`src/source/id_params.svh`:
```
// Decode stage parameters
`ifndef ID_PARAMS_SVH
`define ID_PARAMS_SVH

// Datapath width
`define ID_DATA_W 16

// Register number width and register count
`define ID_REG_ADDR_W 4
`define ID_NUM_REGS (1 << `ID_REG_ADDR_W)

// Special registers
`define ID_DATA_REG 4'd14 // Data segment register
`define ID_STACK_REG 4'd15 // Stack pointer

// Stack pointer value loaded while rst is high
// Top of the data memory
`define ID_SP_RESET {`ID_DATA_W{1'b1}}

`endif

```
`src/source/id_pkg.sv`:
```
// Decode stage types
package id_pkg;

    // Instruction opcode, Inst[15:12]
    typedef enum logic [3:0] {
        op_add  = 4'h0, // Two-register arithmetic
        op_sub  = 4'h1,
        op_and  = 4'h2, // Two-register logic
        op_nor  = 4'h3,
        op_sll  = 4'h4, // Shifts by 4-bit imm
        op_srl  = 4'h5,
        op_sra  = 4'h6,
        op_lw   = 4'h7, // Load word, data segment relative
        op_sw   = 4'h8, // Save word
        op_lhb  = 4'h9, // Load high byte
        op_llb  = 4'ha, // Load low byte
        op_b    = 4'hb, // Conditional branch
        op_call = 4'hc,
        op_ret  = 4'hd,
        op_nop  = 4'he,
        op_hlt  = 4'hf
    } opcode_e;

    // ALU operation, alu_pass when idle or bubbled
    typedef enum logic [2:0] {
        alu_add  = 3'd0,
        alu_sub  = 3'd1,
        alu_and  = 3'd2,
        alu_nor  = 3'd3,
        alu_sll  = 3'd4,
        alu_srl  = 3'd5,
        alu_sra  = 3'd6,
        alu_pass = 3'd7
    } alu_op_e;

    // PC hazard hold state
    typedef enum logic {
        pc_idle = 1'b0, // No call or ret outstanding
        pc_wait = 1'b1  // Waiting on fetch side PC update
    } pc_state_e;

endpackage

```
`src/source/reg_file_16.sv`:
```
// Sixteen-entry register file
`timescale 1ns/1ns
`include "id_params.svh"

module reg_file_16 (
    input  logic                      clk,
    input  logic                      reg_write,   // Write enable
    input  logic                      data_reg,    // Port 1 reads R14
    input  logic                      stack_reg,   // Port 1 reads R15
    input  logic [`ID_REG_ADDR_W-1:0] read_reg_1,  // rs
    input  logic [`ID_REG_ADDR_W-1:0] read_reg_2,  // rt or load/save reg
    input  logic [`ID_REG_ADDR_W-1:0] write_reg,
    input  logic [`ID_DATA_W-1:0]     write_data,
    output logic [`ID_DATA_W-1:0]     read_data_1,
    output logic [`ID_DATA_W-1:0]     read_data_2
);

    logic [`ID_DATA_W-1:0]     regs [0:`ID_NUM_REGS-1]; // Register array
    logic [`ID_REG_ADDR_W-1:0] addr_1;                  // Port 1 after special select

    // Write on rising edge, R0 stays zero
    always_ff @(posedge clk) begin
        if (reg_write && (write_reg != '0)) begin
            regs[write_reg] <= write_data;
        end
    end

    // Special register override on port 1
    always_comb begin
        if (stack_reg) begin
            addr_1 = `ID_STACK_REG;
        end else if (data_reg) begin
            addr_1 = `ID_DATA_REG;
        end else begin
            addr_1 = read_reg_1;
        end
    end

    // Asynchronous reads
    always_comb begin
        if (addr_1 == '0) begin
            read_data_1 = '0; // R0 hardwired
        end else begin
            read_data_1 = regs[addr_1];
        end

        if (read_reg_2 == '0) begin
            read_data_2 = '0;
        end else begin
            read_data_2 = regs[read_reg_2];
        end
    end

endmodule

```
`src/source/control_logic.sv`:
```
// Opcode control decoder
`timescale 1ns/1ns

module control_logic (
    input  id_pkg::opcode_e opcode,
    output logic            reg_write,    // Writes a register
    output logic            mem_write,    // Save word
    output logic            mem_read,     // Load word
    output logic            mem_to_reg,   // Write-back from memory
    output logic            alu_src,      // ALU operand B is the immediate
    output id_pkg::alu_op_e alu_op,
    output logic            branch,
    output logic            call,
    output logic            ret,
    output logic            load_half,    // LHB or LLB
    output logic            half_spec,    // 0 -> LHB, 1 -> LLB
    output logic            data_reg,     // Read port 1 gives R14
    output logic            stack_reg,    // Read port 1 gives R15
    output logic            reg_rt_src,   // rt from load/save reg field
    output logic            sign_ext_sel, // 1 -> load/save imm
    output logic            uses_rs,      // rs read, for hazard check
    output logic            uses_rt,      // rt read, for hazard check
    output logic            halt
);

    always_comb begin
        // Idle defaults, same as nop
        reg_write    = 1'b0;
        mem_write    = 1'b0;
        mem_read     = 1'b0;
        mem_to_reg   = 1'b0;
        alu_src      = 1'b0;
        alu_op       = id_pkg::alu_pass;
        branch       = 1'b0;
        call         = 1'b0;
        ret          = 1'b0;
        load_half    = 1'b0;
        half_spec    = 1'b0;
        data_reg     = 1'b0;
        stack_reg    = 1'b0;
        reg_rt_src   = 1'b0;
        sign_ext_sel = 1'b0;
        uses_rs      = 1'b0;
        uses_rt      = 1'b0;
        halt         = 1'b0;

        case (opcode)
            id_pkg::op_add, id_pkg::op_sub, id_pkg::op_and, id_pkg::op_nor: begin
                reg_write = 1'b1;
                uses_rs   = 1'b1;
                uses_rt   = 1'b1;
                // Low two opcode bits map straight onto the ALU code
                alu_op    = id_pkg::alu_op_e'({1'b0, opcode[1:0]});
            end
            id_pkg::op_sll, id_pkg::op_srl, id_pkg::op_sra: begin
                reg_write = 1'b1;
                uses_rs   = 1'b1;
                alu_src   = 1'b1; // Shift amount from imm
                alu_op    = id_pkg::alu_op_e'(opcode[2:0]);
            end
            id_pkg::op_lw: begin
                reg_write    = 1'b1;
                mem_read     = 1'b1;
                mem_to_reg   = 1'b1;
                alu_src      = 1'b1;
                alu_op       = id_pkg::alu_add; // R14 + offset
                data_reg     = 1'b1;
                sign_ext_sel = 1'b1;
                uses_rs      = 1'b1;
            end
            id_pkg::op_sw: begin
                mem_write    = 1'b1;
                alu_src      = 1'b1;
                alu_op       = id_pkg::alu_add;
                data_reg     = 1'b1;
                sign_ext_sel = 1'b1;
                reg_rt_src   = 1'b1; // Store data from load/save reg
                uses_rs      = 1'b1;
                uses_rt      = 1'b1;
            end
            id_pkg::op_lhb: begin
                reg_write = 1'b1;
                load_half = 1'b1;
            end
            id_pkg::op_llb: begin
                reg_write = 1'b1;
                load_half = 1'b1;
                half_spec = 1'b1;
            end
            id_pkg::op_b:    branch = 1'b1;
            id_pkg::op_call: begin
                call      = 1'b1;
                stack_reg = 1'b1; // Push through SP
                uses_rs   = 1'b1;
            end
            id_pkg::op_ret: begin
                ret       = 1'b1;
                stack_reg = 1'b1; // Pop through SP
                uses_rs   = 1'b1;
            end
            id_pkg::op_hlt:  halt = 1'b1;
            default: ; // nop keeps the defaults
        endcase
    end

endmodule

```
`src/source/hazard_unit.sv`:
```
// Data and PC hazard detection
`timescale 1ns/1ns
`include "id_params.svh"

module hazard_unit (
    input  logic                      clk,
    input  logic                      rst,
    input  logic [`ID_REG_ADDR_W-1:0] src_rs,        // Effective rs with R14/R15 substituted
    input  logic [`ID_REG_ADDR_W-1:0] src_rt,        // Effective rt after mux
    input  logic                      uses_rs,
    input  logic                      uses_rt,
    input  logic [`ID_REG_ADDR_W-1:0] id_ex_reg_rd,
    input  logic [`ID_REG_ADDR_W-1:0] ex_mem_reg_rd,
    input  logic [`ID_REG_ADDR_W-1:0] mem_wb_reg_rd,
    input  logic                      call,          // Raw decode before the bubble
    input  logic                      ret,
    input  logic                      pc_update,     // One-cycle strobe from fetch
    output logic                      data_hazard,
    output logic                      pc_hazard
);

    id_pkg::pc_state_e pc_state;

    // Source matches a pending destination and is not R0
    function automatic logic pending(input logic [`ID_REG_ADDR_W-1:0] src,
                                     input logic [`ID_REG_ADDR_W-1:0] rd_ex,
                                     input logic [`ID_REG_ADDR_W-1:0] rd_mem,
                                     input logic [`ID_REG_ADDR_W-1:0] rd_wb);
        logic hit;
        hit = (src == rd_ex) || (src == rd_mem) || (src == rd_wb);
        return (src != '0) && hit;
    endfunction

    // RAW check against the three later stages
    assign data_hazard =
        (uses_rs && pending(src_rs, id_ex_reg_rd, ex_mem_reg_rd, mem_wb_reg_rd)) ||
        (uses_rt && pending(src_rt, id_ex_reg_rd, ex_mem_reg_rd, mem_wb_reg_rd));

    // Hold the PC hazard until fetch reports the new PC
    always_ff @(posedge clk) begin
        if (rst) begin
            pc_state <= id_pkg::pc_idle;
        end else begin
            case (pc_state)
                id_pkg::pc_idle: begin
                    if ((call || ret) && !data_hazard) begin
                        pc_state <= id_pkg::pc_wait; // Call/ret leaves decode
                    end
                end
                id_pkg::pc_wait: begin
                    if (pc_update) begin
                        pc_state <= id_pkg::pc_idle;
                    end
                end
                default: pc_state <= id_pkg::pc_idle;
            endcase
        end
    end

    assign pc_hazard = (pc_state == id_pkg::pc_wait); // Registered

endmodule

```
`src/source/id_unit.sv`:
```
// Instruction decode stage
`timescale 1ns/1ns
`include "id_params.svh"

module id_unit (
    input  logic                      clk,
    input  logic                      rst,
    input  logic                      pc_update,        // PC written by fetch side
    input  logic                      pc_hazard_in,     // Bubble request from PC logic
    input  logic                      reg_write_in,     // Write-back enable
    input  logic [`ID_REG_ADDR_W-1:0] reg_rs,           // Inst[7:4]
    input  logic [`ID_REG_ADDR_W-1:0] reg_rt_arith,     // Inst[3:0]
    input  logic [`ID_REG_ADDR_W-1:0] reg_rd_wb,        // Write-back register
    input  logic [`ID_DATA_W-1:0]     reg_rd_data,      // Write-back data
    input  id_pkg::opcode_e           opcode,           // Inst[15:12]
    input  logic [2:0]                branch_cond_in,   // Inst[10:8]
    input  logic [3:0]                arith_imm_in,     // Inst[3:0]
    input  logic [`ID_REG_ADDR_W-1:0] load_save_reg_in, // Inst[11:8]
    input  logic [7:0]                load_save_imm_in, // Inst[7:0]
    input  logic [11:0]               call_target_in,   // Inst[11:0]
    input  logic [`ID_DATA_W-1:0]     pc_in,
    input  logic [`ID_REG_ADDR_W-1:0] id_ex_reg_rd,
    input  logic [`ID_REG_ADDR_W-1:0] ex_mem_reg_rd,
    input  logic [`ID_REG_ADDR_W-1:0] mem_wb_reg_rd,
    output logic                      reg_write_out,
    output logic                      mem_write_out,
    output logic                      mem_read_out,
    output logic                      mem_to_reg,
    output logic                      alu_src,
    output id_pkg::alu_op_e           alu_op,
    output logic                      branch,
    output logic                      call,
    output logic                      ret,
    output logic                      load_half,
    output logic                      half_spec,
    output logic [`ID_DATA_W-1:0]     read_data_1,
    output logic [`ID_DATA_W-1:0]     read_data_2,
    output logic [2:0]                branch_cond_out,
    output logic [`ID_REG_ADDR_W-1:0] load_save_reg_out,
    output logic [3:0]                arith_imm_out,
    output logic [7:0]                load_save_imm_out,
    output logic [11:0]               call_target_out,
    output logic [`ID_DATA_W-1:0]     pc_out,
    output logic [`ID_DATA_W-1:0]     sign_ext_out,
    output logic                      data_hazard,
    output logic                      pc_hazard_out,
    output logic                      halt              // Never bubbled
);

    // Raw decoder outputs
    logic            c_reg_write, c_mem_write, c_mem_read, c_mem_to_reg, c_alu_src;
    logic            c_branch, c_call, c_ret, c_load_half, c_half_spec;
    id_pkg::alu_op_e c_alu_op;
    logic            data_reg, stack_reg, reg_rt_src, sign_ext_sel, uses_rs, uses_rt;

    logic [`ID_REG_ADDR_W-1:0] reg_rt;     // rt after source mux
    logic [`ID_REG_ADDR_W-1:0] src_rs;     // rs as the regfile really reads it
    logic [`ID_DATA_W-1:0]     rf_data_1, rf_data_2;
    logic [`ID_DATA_W-1:0]     sign_ext;
    logic                      wr_en;      // Regfile write port after reset mux
    logic [`ID_REG_ADDR_W-1:0] wr_reg;
    logic [`ID_DATA_W-1:0]     wr_data;
    logic                      bubble;

    reg_file_16 reg_mem (
        .clk(clk), .reg_write(wr_en), .data_reg(data_reg), .stack_reg(stack_reg),
        .read_reg_1(reg_rs), .read_reg_2(reg_rt), .write_reg(wr_reg),
        .write_data(wr_data), .read_data_1(rf_data_1), .read_data_2(rf_data_2)
    );

    control_logic control (
        .opcode(opcode), .reg_write(c_reg_write), .mem_write(c_mem_write),
        .mem_read(c_mem_read), .mem_to_reg(c_mem_to_reg), .alu_src(c_alu_src),
        .alu_op(c_alu_op), .branch(c_branch), .call(c_call), .ret(c_ret),
        .load_half(c_load_half), .half_spec(c_half_spec), .data_reg(data_reg),
        .stack_reg(stack_reg), .reg_rt_src(reg_rt_src), .sign_ext_sel(sign_ext_sel),
        .uses_rs(uses_rs), .uses_rt(uses_rt), .halt(halt)
    );

    hazard_unit hazards (
        .clk(clk), .rst(rst), .src_rs(src_rs), .src_rt(reg_rt),
        .uses_rs(uses_rs), .uses_rt(uses_rt), .id_ex_reg_rd(id_ex_reg_rd),
        .ex_mem_reg_rd(ex_mem_reg_rd), .mem_wb_reg_rd(mem_wb_reg_rd),
        .call(c_call), .ret(c_ret), .pc_update(pc_update),
        .data_hazard(data_hazard), .pc_hazard(pc_hazard_out)
    );

    // sw stores from the load/save register
    assign reg_rt = reg_rt_src ? load_save_reg_in : reg_rt_arith;

    // Mirror the regfile port 1 override for hazard compare
    assign src_rs = stack_reg ? `ID_STACK_REG : (data_reg ? `ID_DATA_REG : reg_rs);

    // Sign extension, load/save imm for lw/sw
    assign sign_ext = sign_ext_sel ? {{8{load_save_imm_in[7]}}, load_save_imm_in}
                                   : {{12{arith_imm_in[3]}}, arith_imm_in};

    assign bubble = data_hazard || pc_hazard_in;

    // Bubble mux, zeros keep downstream stages idle
    always_comb begin
        reg_write_out     = bubble ? 1'b0 : c_reg_write;
        mem_write_out     = bubble ? 1'b0 : c_mem_write;
        mem_read_out      = bubble ? 1'b0 : c_mem_read;
        mem_to_reg        = bubble ? 1'b0 : c_mem_to_reg;
        alu_src           = bubble ? 1'b0 : c_alu_src;
        alu_op            = bubble ? id_pkg::alu_pass : c_alu_op;
        branch            = bubble ? 1'b0 : c_branch;
        call              = bubble ? 1'b0 : c_call;
        ret               = bubble ? 1'b0 : c_ret;
        load_half         = bubble ? 1'b0 : c_load_half;
        half_spec         = bubble ? 1'b0 : c_half_spec;
        read_data_1       = bubble ? '0 : rf_data_1;
        read_data_2       = bubble ? '0 : rf_data_2;
        load_save_reg_out = bubble ? '0 : load_save_reg_in;
        arith_imm_out     = bubble ? '0 : arith_imm_in;
        load_save_imm_out = bubble ? '0 : load_save_imm_in;
        sign_ext_out      = bubble ? '0 : sign_ext;
        branch_cond_out   = branch_cond_in; // PC side always sees these
        call_target_out   = call_target_in;
        pc_out            = pc_in;
    end

    // Reset loads the stack pointer
    always_comb begin
        if (rst) begin
            wr_en   = 1'b1;
            wr_reg  = `ID_STACK_REG;
            wr_data = `ID_SP_RESET;
        end else begin
            wr_en   = reg_write_in;
            wr_reg  = reg_rd_wb;
            wr_data = reg_rd_data;
        end
    end

endmodule

```
`config.mk`:
```
export PLATFORM = sky130hd
export DESIGN_NAME = id_unit
export DESIGN_NICKNAME = d
export VERILOG_FILES = /design/src/source/id_pkg.sv /design/src/source/reg_file_16.sv /design/src/source/control_logic.sv /design/src/source/hazard_unit.sv /design/src/source/id_unit.sv
export VERILOG_INCLUDE_DIRS = /design/src /design/src/source
export SDC_FILE = /design/constraint.sdc
export NUM_CORES = 1
export LEC_CHECK = 0
export BUFFER_PORTS_ARGS = -buffer_cell sky130_fd_sc_hd__buf_2
export CAP_MARGIN = 20
export CORE_AREA = 2 2 201 203
export DETAILED_ROUTE_END_ITERATION = 16
export DIE_AREA = 0 0 203 205
export GPL_TIMING_DRIVEN = 0
export PLACE_DENSITY = 0.58
export SETUP_SLACK_MARGIN = 0.3
export SLEW_MARGIN = 20
export SYNTH_ARGS = -nofsm -noshare
export SYNTH_HDL_FRONTEND = slang
export SYNTH_SLANG_ARGS = --single-unit
```
`constraint.sdc`:
```
create_clock -name clk -period 4.2 [get_ports clk]
set_input_delay 0.42 -clock clk [delete_from_list [all_inputs] [get_ports clk]]
set_output_delay 0.42 -clock clk [all_outputs]
set_load 0.005 [all_outputs]
```
==> results.py <==
metrics = {
    "placed_design": {
        "gp_congestion": 0.932,
        "place_ws_ps": -724,
        "dpl-instance-area_um2": 15500,
        "post-dp-hpwl_mm": 35.8,
        "port_buffers": 175,
    },
    "setup_path": {
        "crit_slowest_cell": "a211oi_2",
        "critPathTopFamily": "simple AND/OR/NAND/NOR gates",
        "end_kind": "output pin",
        "worstSetupStartpointType": "primary input",
        "reg2reg_depth": 2,
        "worstSetupStartpoint": "opcode[1]",
        "path_class": "in2out",
        "worst-path-stages": 11,
        "arrival_ps": 3460,
        "crit_path_max_fanout": 10,
        "cp.required_ps": 3780,
        "slowest_delay_ps": 700,
        "path_cells": "buf_2, and4b_1, a211oi_2, xor2_1, nand4_1, a31oi_2, or2_1, buf_1, buf_2, nor3_1, buf_2",
        "r2r-start": "hazards.pc_hazard",
        "critPathBufInv": 4,
        "crit_path_frequent_cell": "buf_2",
    },
    "global_routing": {
        "grt-ovfl-total": 0,
        "antenna_found_initial": 0,
        "grt_max_degree": 17,
        "grt_pass1_vias": 10738,
        "grt.total_usage": 0.232,
        "grt_pass1_wl_mm": 70.1,
    },
    "detailed_routing": {
        "wl_per_cell_um": 25.6,
        "vias_per_cell": 5.72,
        "routed_wl_mm": 49.2,
        "drc": 0,
        "drtAntennaViolNets": 0,
        "dr.pass1.iters": 5,
        "dr.first_iter.drc_count": 1356,
        "num_vias": 10993,
    },
    "timing": {
        "finalCritPeriodShare": 0.923,
        "fin_setup_tns_ps": 0,
        "finalWorstSetupSlack_ps": 323,
        "tightest_slew_ps": 926,
        "whs_ps": 161,
        "fmax_ghz": 0.258,
        "setup_viol": 0,
        "layout_min_cycle_time_ps": 3880,
        "skew_ps": 0,
        "hold_violations": 0,
        "timing.final.max_slew_violations": 0,
        "rsz0062_at_grt": "yes",
        "slew_headroom": 0.382,
    },
    "layout": {
        "area_growth_syn_to_layout_pct": 20.9,
        "n_antenna_cell": 0,
        "final_nets": 1472,
        "post-route-util": 0.421,
        "drive_above_1_share": 0.350,
        "fin_area_um2": 16600,
    },
    "cts": {
        "cts_hold_buf": 0,
        "path_clk_slew_ps": 60,
        "clock_latency_ps": 540,
        "cts.root.buffer_cell": "clkbuf_16",
        "h-tree-depth": 1,
        "tritoncts": "done",
        "numCtsBuffers": 28,
        "clkSinkCount": 257,
        "cts_buffer_depth": 3,
    },
    "min_path": {
        "min_delay_path_depth": 3,
        "min_from": "pc_update",
        "hold_class": "in2reg",
    },
    "floorplan": {
        "initial_core_util": 0.348,
        "die_area_um2": 41600,
        "ios": 207,
        "core_um2": 39400,
        "die_h_um": 205,
        "rows": 73,
        "dieWidth_um": 203,
    },
    "synth": {
        "syn-cell-area_um2": 13700,
        "synth_top_cell_by_area": "edfxtp_1",
        "synth.distinct_cells": 48,
        "synth_most_common_cell": "edfxtp_1",
        "async_flop_share": 0,
        "syn_avg_cell_area_um2": 12.0,
        "netlist_top_cells_count": "edfxtp_1 (256), nand2_1 (208), nand3_1 (96), clkbuf_1 (55), mux4_2 (55)",
        "syn_inst": 1140,
        "ys_top_cells_by_area": "edfxtp_1 (56%), mux4_2 (9.0%), nand2_1 (5.7%)",
        "synth_edf_count": 256,
        "ys_warn_count": 0,
        "synth_seq_cells": 257,
        "ys_seq_area_frac": 0.562,
        "synth_top_area_share": 0.560,
        "synth_flop_cell": "edfxtp_1",
    },
    "pwr": {
        "powerDensity_nw_per_um2": 377,
        "vdd_ir_drop_max_uv": 307,
        "cellLeakagePower_nw": 6.38,
    },
    "job": {
        "max-cap-violations": 0,
    },
    "status": {
        "status": "completed",
    },
}
## per-stage QoR
step	cells	power, W
global route	1922	0.00645
detailed placement	1870	0.00397
finish	1922	0.00626
global placement	1855	0.00395
floorplan	1155	0.00353
CTS	1922	0.00626
## layout make-up
type | instances | area, µm²
inverter | 3 | 11.3
tap | 525 | 657
clock buffer | 33 | 719
sequential | 257 | 7710
buffer | 127 | 763
multi-input combinational | 768 | 5550
timing repair buffer | 191 | 1050
clock inverter | 18 | 126
fill | 3733 | 22800
## repair_timing
item / 4_1_cts / 5_1_grt
endpoints found under the setup margin: 73 / 58
setup buffers: 1 / 0
pin swaps: 1 / 2
gates resized for setup: 59 / 35
## path summary, 6_finish.rpt
path | slack (ps) | end
max | 320 | read_data_1[9]
min | 160 | hazards.pc_hazard
min reg2reg | 500 | hazards.pc_hazard
max reg2reg | 3310 | hazards.pc_hazard
## cells by family (layout without fill, tap and decap cells)
family	after synthesis	count (layout)	synth area share
buffers and inverters	130	372	0.0487
and+or+nand+nor	466	466	0.160
muxes	138	138	0.157
xor gates and xnor gates	17	17	0.0109
AOI/OAI and AO/OA	131	131	0.0615
other	1	16	0.000273
DFF	257	257	0.562
## worst min-delay path, cell delays in order
cell,delay [ps]
buf_2,80
nand2b_1,90
a21oi_1,60
## sequential cells by signal, indices dropped and copies added, names as in the netlist
| signal | flops |
|---|---|
| reg_mem.regs | 256 |
| hazards.pc_hazard | 1 |
## power breakdown
group          total [W]  leakage (nW)  internal [W]  switching [W]
clock network    0.00230         0.418       0.00128        0.00101
registers        0.00291          2.64       0.00288      0.0000256
logic            0.00105          3.33      0.000412       0.000643
## cell usage in the layout, fill, tap and decap left out, types with 15 or more instances in the layout
cell type,count
edfxtp_1,256
nand2_1,208
buf_2,193
nand3_1,96
buf_4,57
mux4_2,55
mux2_2,50
o21ai_0,37
and3_1,34
clkbuf_1,29
mux2i_1,29
clkbuf_16,28
nor3_1,26
clkbuf_2,22
a21oi_1,19
nor2b_1,18
a31oi_1,17
or2_2,16
conb_1,16
nand4_1,15
a221oi_1,15
## routing by layer
metal	GRT usage	routed length (µm)
met5	0	0
met4	0.106	2370
met3	0.0379	5070
met2	0.377	22500
met1	0.305	19200
(Power assumes the default switching activity.)
